==> src/source/dsp_ctrl_pkg.sv <==
// ------------------------------
// Constants, program word views and pointer modifier
// decode shared by the DSP control unit
// ------------------------------
`default_nettype none

package dsp_ctrl_pkg;

    localparam int word_w      = 16;
    localparam int t_w         = 5;  // T field
    localparam int ja_w        = 12;
    localparam int do_w        = 11;
    localparam int imm_short_w = 9;

    // Opcode pairs, matched on the top four bits
    localparam logic [t_w-2:0] op_goto_ja   = 4'b0000;
    localparam logic [t_w-2:0] op_call_ja   = 4'b1000;
    localparam logic [t_w-2:0] op_short_imm = 4'b0001; // j, k, rb, re

    localparam logic [t_w-1:0] op_goto_b       = 5'b11000; // ret, iret, goto/call pt
    localparam logic [t_w-1:0] op_acc_store_a0 = 5'b01001;
    localparam logic [t_w-1:0] op_acc_store_a1 = 5'b01011;
    localparam logic [t_w-1:0] op_long_imm     = 5'b01010;
    localparam logic [t_w-1:0] op_ram_load     = 5'b01111; // R=Y
    localparam logic [t_w-1:0] op_ram_store    = 5'b01100; // Y=R
    localparam logic [t_w-1:0] op_f1_y         = 5'b00110;
    localparam logic [t_w-1:0] op_f1_at_y      = 5'b00111;
    localparam logic [t_w-1:0] op_f1_x_y       = 5'b10110;
    localparam logic [t_w-1:0] op_do           = 5'b01110;

    localparam logic [2:0] goto_b_iret = 3'b001; // bits 10:8 of goto B

    // Destination class in bits 9:7
    localparam logic [2:0] dest_yaau = 3'b000;
    localparam logic [2:0] dest_xaau = 3'b001;
    localparam logic [2:0] dest_dau  = 3'b010;

    localparam logic [2:0] rsel_dau_acc = 3'b010;

    // Same program word, seen as opcode plus operand or as a jump
    typedef union packed {
        struct packed {
            logic [t_w-1:0]        op;
            logic [word_w-t_w-1:0] operand;
        } fmt;
        struct packed {
            logic [t_w-2:0]  prefix;
            logic [ja_w-1:0] ja;      // top bit is the opcode low bit
        } jump;
    } instr_u;

    // Pointer post-modify, returns {inc_sel, step_sel}
    function automatic logic [2:0] ymod_map(input logic [1:0] ymod);
        logic [2:0] sel;
        case (ymod)
            2'd0:    sel = {2'd1, 1'b0}; // *rN
            2'd1:    sel = {2'd2, 1'b0}; // *rN++
            2'd2:    sel = {2'd0, 1'b0}; // *rN--
            default: sel = {2'd0, 1'b1}; // *rN++j
        endcase
        return sel;
    endfunction

endpackage

`default_nettype wire

==> src/source/ctrl_regs.sv <==
// ------------------------------
// Output registers of the control unit
// Merges decoders, second words and faults
// ------------------------------
`default_nettype none

module ctrl_regs (
    input  logic clk, rst, cen,
    input  logic [dsp_ctrl_pkg::word_w-1:0] rom_dout,
    input  logic flow_hit, flow_two_word, flow_goto_ja, flow_call_ja, flow_goto_b,
    input  logic flow_halt, flow_do_start,
    input  logic [dsp_ctrl_pkg::do_w-1:0] flow_do_data,
    input  logic xfer_hit, xfer_two_word, xfer_halt, xfer_short_load, xfer_long_load,
    input  logic xfer_xaau_imm_load, xfer_dau_imm_load, xfer_ram_load, xfer_xaau_ram_load,
    input  logic xfer_dau_ram_load, xfer_acc_load, xfer_xaau_acc_load, xfer_dau_acc_load,
    input  logic xfer_acc_sel, xfer_ram_we, xfer_post_load, xfer_step_sel,
    input  logic [2:0] xfer_r_field, xfer_rsel,
    input  logic [1:0] xfer_a_field, xfer_inc_sel,
    input  logic f1_hit, f1_dau_dec_en, f1_dau_ram_load, f1_dau_acc_ram,
    input  logic f1_st_a0h, f1_st_a1h, f1_post_load, f1_step_sel,
    input  logic [2:0] f1_r_field,
    input  logic [1:0] f1_a_field, f1_inc_sel,
    output logic goto_ja, call_ja, goto_b, pc_halt, no_int, do_start,
    output logic short_load, long_load, xaau_imm_load, dau_imm_load,
    output logic ram_load, xaau_ram_load, dau_ram_load,
    output logic acc_load, xaau_acc_load, dau_acc_load, acc_sel, ram_we, post_load,
    output logic step_sel, dau_dec_en, dau_acc_ram, st_a0h, st_a1h, fault,
    output logic [dsp_ctrl_pkg::do_w-1:0] do_data,
    output logic [dsp_ctrl_pkg::imm_short_w-1:0] short_imm,
    output logic [dsp_ctrl_pkg::word_w-1:0] long_imm,
    output logic [2:0] r_field, rsel,
    output logic [1:0] a_field, inc_sel
);
    import dsp_ctrl_pkg::*;

    logic second;  // second program word on rom_dout
    logic dec;

    assign dec      = ~second;
    assign no_int   = ~second;
    assign long_imm = rom_dout; // valid in the second word of a long load

    always_ff @(posedge clk or posedge rst) begin
        if (rst) begin
            {second, fault, pc_halt, goto_ja, call_ja, goto_b, do_start} <= '0;
            {short_load, long_load, xaau_imm_load, dau_imm_load} <= '0;
            {ram_load, xaau_ram_load, dau_ram_load, ram_we, post_load} <= '0;
            {acc_load, xaau_acc_load, dau_acc_load, acc_sel} <= '0;
            {dau_dec_en, dau_acc_ram, st_a0h, st_a1h} <= '0;
        end else if (cen) begin
            second        <= dec & (flow_two_word | xfer_two_word);
            pc_halt       <= dec & (flow_halt | xfer_halt);
            goto_ja       <= dec & flow_goto_ja;
            call_ja       <= dec & flow_call_ja;
            goto_b        <= dec & flow_goto_b;
            do_start      <= dec & flow_do_start;
            short_load    <= dec & xfer_short_load;
            long_load     <= dec & xfer_long_load;
            xaau_imm_load <= dec & xfer_xaau_imm_load;
            dau_imm_load  <= dec & xfer_dau_imm_load;
            ram_load      <= dec & xfer_ram_load;
            xaau_ram_load <= dec & xfer_xaau_ram_load;
            dau_ram_load  <= dec & (xfer_dau_ram_load | f1_dau_ram_load);
            acc_load      <= dec & xfer_acc_load;
            xaau_acc_load <= dec & xfer_xaau_acc_load;
            dau_acc_load  <= dec & xfer_dau_acc_load;
            acc_sel       <= dec & xfer_acc_sel;
            ram_we        <= dec & xfer_ram_we;
            post_load     <= dec & (xfer_post_load | f1_post_load);
            dau_dec_en    <= dec & f1_dau_dec_en;
            dau_acc_ram   <= dec & f1_dau_acc_ram;
            st_a0h        <= dec & f1_st_a0h;
            st_a1h        <= dec & f1_st_a1h;
            // Sticky until reset
            fault         <= fault | (dec & ~(flow_hit | xfer_hit | f1_hit));
        end
    end

    // Fields follow the decoder that claimed the word
    always_ff @(posedge clk) begin
        if (cen && dec) begin
            do_data   <= flow_do_data;
            short_imm <= rom_dout[imm_short_w-1:0];
            rsel      <= xfer_rsel;
            r_field   <= xfer_hit ? xfer_r_field : f1_r_field;
            a_field   <= xfer_hit ? xfer_a_field : f1_a_field;
            inc_sel   <= xfer_hit ? xfer_inc_sel : f1_inc_sel;
            step_sel  <= xfer_hit ? xfer_step_sel : f1_step_sel;
        end
    end

    // Failed condition holds the PC, taken branch does not
    assert property (@(posedge clk) disable iff (rst)
        $rose(pc_halt) |-> !(goto_ja || call_ja || goto_b));

    assert property (@(posedge clk) disable iff (rst)
        (cen && second) |=> !(pc_halt || goto_ja || call_ja || goto_b || do_start
            || short_load || long_load || xaau_imm_load || dau_imm_load || ram_load
            || xaau_ram_load || dau_ram_load || acc_load || xaau_acc_load
            || dau_acc_load || acc_sel || ram_we || post_load || dau_dec_en
            || dau_acc_ram || st_a0h || st_a1h));

endmodule

`default_nettype wire

==> config.mk <==
export PLATFORM = sky130hd
export DESIGN_NAME = ctrl_regs
export DESIGN_NICKNAME = d
export VERILOG_FILES = /design/src/source/dsp_ctrl_pkg.sv /design/src/source/ctrl_regs.sv
export SDC_FILE = /design/constraint.sdc
export NUM_CORES = 1
export LEC_CHECK = 0
export ABC_AREA = 1
export ABC_CLOCK_PERIOD_IN_PS = 1700
export BUFFER_PORTS_ARGS = -buffer_cell sky130_fd_sc_hd__buf_2
export CAP_MARGIN = 5
export CORE_AREA = 2 2 83 85
export DETAILED_ROUTE_END_ITERATION = 16
export DIE_AREA = 0 0 85 87
export GPL_ROUTABILITY_DRIVEN = 1
export PLACE_DENSITY = 0.66
export SYNTH_ARGS = -nofsm -noshare
export SYNTH_HDL_FRONTEND = slang
export SYNTH_SLANG_ARGS = --single-unit
==> constraint.sdc <==
create_clock -name clk -period 1.7 [get_ports clk]
set_input_delay 0.085 -clock clk [delete_from_list [all_inputs] [get_ports clk]]
set_output_delay 0.085 -clock clk [all_outputs]
set_load 0.01 [all_outputs]
==> flow_summary.json <==
{
  "antenna_left": 0,
  "dp_slack_ns": 0.469,
  "path_cells": "nor2_4 > buf_4",
  "p_total_uw": 2820,
  "core_area_um2": 6570,
  "arrival_ns": 1.21,
  "rsz0062_at_grt": "no",
  "hold_violations": 0,
  "cp.required_ns": 1.67,
  "ys_ff_latch": 55,
  "cts.sinks": 55,
  "hold_slack_ns": 0.0333,
  "leakage_uw": 0.00167,
  "syn_to_final_growth_pct": 54.9,
  "wire_per_inst_um": 12.0,
  "synth_cell_types": 12,
  "clockRootBuffer": "clkbuf_8",
  "final.period_utilization_pct": 73.0,
  "cpLargestDelayFamily": "flip-flops",
  "cts_tree": "built",
  "fin_util_pct": 49.6,
  "first_pass_iters": 4,
  "drv_slew": 0,
  "cts_buffers": 5,
  "synthesis.nets": 258,
  "min_from": "f1_hit",
  "grt_max_degree": 30,
  "finalSetupViolCount": 0,
  "endpoint_kind": "flop",
  "critPathSlowestCell": "dfrtp_1",
  "htree_levels": 2,
  "fmax_mhz": 806,
  "clk_pin_slew_ns": 0.09,
  "antenna_found_initial": 0,
  "p_per_area_nw_per_um2": 867,
  "vias": 1758,
  "worstMarginPinSlew_ns": 0.407,
  "dp_hpwl_um": 3420,
  "worst-path-buf-inv": 1,
  "cpPeakStageDelay_ns": 0.43,
  "diodes": 0,
  "synth_area_um2": 2100,
  "slew_headroom_pct": 72.8,
  "gp_congestion": 0.748,
  "ios": 150,
  "postCtsSetupBuffers": 0,
  "synth_cells": 179,
  "r2r-start": "second$_DFFE_PP0P_",
  "synth.top_cell.area_share_pct": 44.3,
  "hp-class": "input pin to flop",
  "avgSynthCellArea_um2": 11.7,
  "cts_buffer_depth": 2,
  "synth_seq_area_share_pct": 72.9,
  "grt_first_pass_wirelength_um": 8130,
  "crit_path_start_kind": "flop",
  "ctsHoldBuffers": 43,
  "first_iter_violations": 46,
  "setup_slack_ns": 0.460,
  "yosysTopAreaCell": "edfxtp_1",
  "start_util_pct": 32.0,
  "port_buffers": 135,
  "status": "finished, final reports clean",
  "die_h_um": 87,
  "grt_usage_pct": 14.2,
  "synth.top_cells.by_area": "edfxtp_1 (44%), dfrtp_1 (29%), nand2_1 (13%)",
  "drc": 0,
  "max_cap_violations": 0,
  "insertion_delay_ns": 0.30,
  "ys_warn_count": 0,
  "nets": 425,
  "drive_above_1_share_pct": 42.4,
  "period_needed_ns": 1.24,
  "fin_worst_skew_ns": 0.00557,
  "wl_um": 5110,
  "fp-row-count": 30,
  "grt_overflow": 0,
  "path_max_fanout": 29,
  "reg2reg_slack_ns": 0.46,
  "grt_pass1_vias": 1753,
  "die_area_um2": 7400,
  "cts_resized": 0,
  "criticalPathCategory": "flop to flop",
  "tns_ns": 0,
  "critPathLaunch": "second$_DFFE_PP0P_",
  "ir_drop_mv": 0.360,
  "die_w_um": 85,
  "viasPerCell": 4.12
}
[synthesized netlist by cell type]
master    instances
inv_2             1
buf_2             2
edfxtp_1         31
nor2_1            5
inv_1            12
dfrtp_1          24
o21ai_0          12
nand2_1          71
buf_4            17
nor2_4            1
nand3_1           1
buf_6             2
[layout by cell type, fill, tap and decap left out]
cell | Yosys | final
inv_2 | 1 | 1
clkinvlp_4 | 0 | 1
clkinv_2 | 0 | 1
nand3_1 | 1 | 1
clkbuf_1 | 0 | 1
dlygate4sd3_1 | 0 | 43
buf_2 | 2 | 135
buf_4 | 17 | 3
clkbuf_8 | 0 | 5
dfrtp_1 | 24 | 24
inv_1 | 12 | 12
edfxtp_1 | 31 | 31
o21ai_0 | 12 | 12
nor2_1 | 5 | 5
nand2_1 | 71 | 71
nor2_4 | 1 | 1
[stage by stage]
stage                     cell area, µm²  cells
after global placement              2740    376
final                               3260    427
after global routing                3260    427
after CTS                           3260    427
after floorplan                     2100    179
after detailed placement            2740    376
[power breakdown]
| group | internal [µW] | switching [µW] |
|---|---|---|
| combinational | 254 | 269 |
| sequential | 1550 | 54.4 |
| clock | 289 | 403 |
[path summary, 6_finish.rpt]
check,end,cells past startpoint
max in group asynchronous,post_load$_DFFE_PP0P_,4
max,short_imm[1]$_DFFE_PP_,2
max reg2reg,short_imm[1]$_DFFE_PP_,2
min in group asynchronous,long_load$_DFFE_PP0P_,4
min,fault$_DFFE_PP0P_,4
min reg2reg,fault$_DFFE_PP0P_,2
[tightest hold or removal path, stage by stage]
cell and delay, ns:
buf_2 0.07, inv_1 0.03, nand3_1 0.07, nand2_1 0.05
[metal layers]
| metal | wire, µm | vias up | share of wire (%) | global-route usage (%) |
|---|---|---|---|---|
| met5 | 0 | - | 0 | 0 |
| met3 | 454 | 6 | 8.9 | 3.79 |
| met4 | 61 | 0 | 1.2 | 4.76 |
| li1 | - | 881 | - | - |
| met2 | 2500 | 95 | 49 | 25.4 |
| met1 | 2100 | 776 | 41 | 16.5 |
[layout make-up]
type,count,area (µm²)
tap,80,100
clock buffer,6,72.6
timing repair buffer,181,1130
multi-input combinational,90,362
inverter,13,48.8
sequential,55,1530
fill,597,3310
clock inverter,2,12.5
[logic make-up (layout without fill, tap and decap cells)]
logic type,count (synthesis),count (layout),share of synthesized area (%)
AOI/OAI and AO/OA,12,12,2.86
and+or+nand+nor,78,78,14.3
DFF,55,55,72.9
buffers and inverters,34,202,9.94
[state kept, by name, summed over array words and instances (netlist names), 2 cells and up]
signal	count
a_field	2
do_data	11
r_field	3
inc_sel	2
short_imm	9
rsel	3
Power figures use the tool's default switching activity.
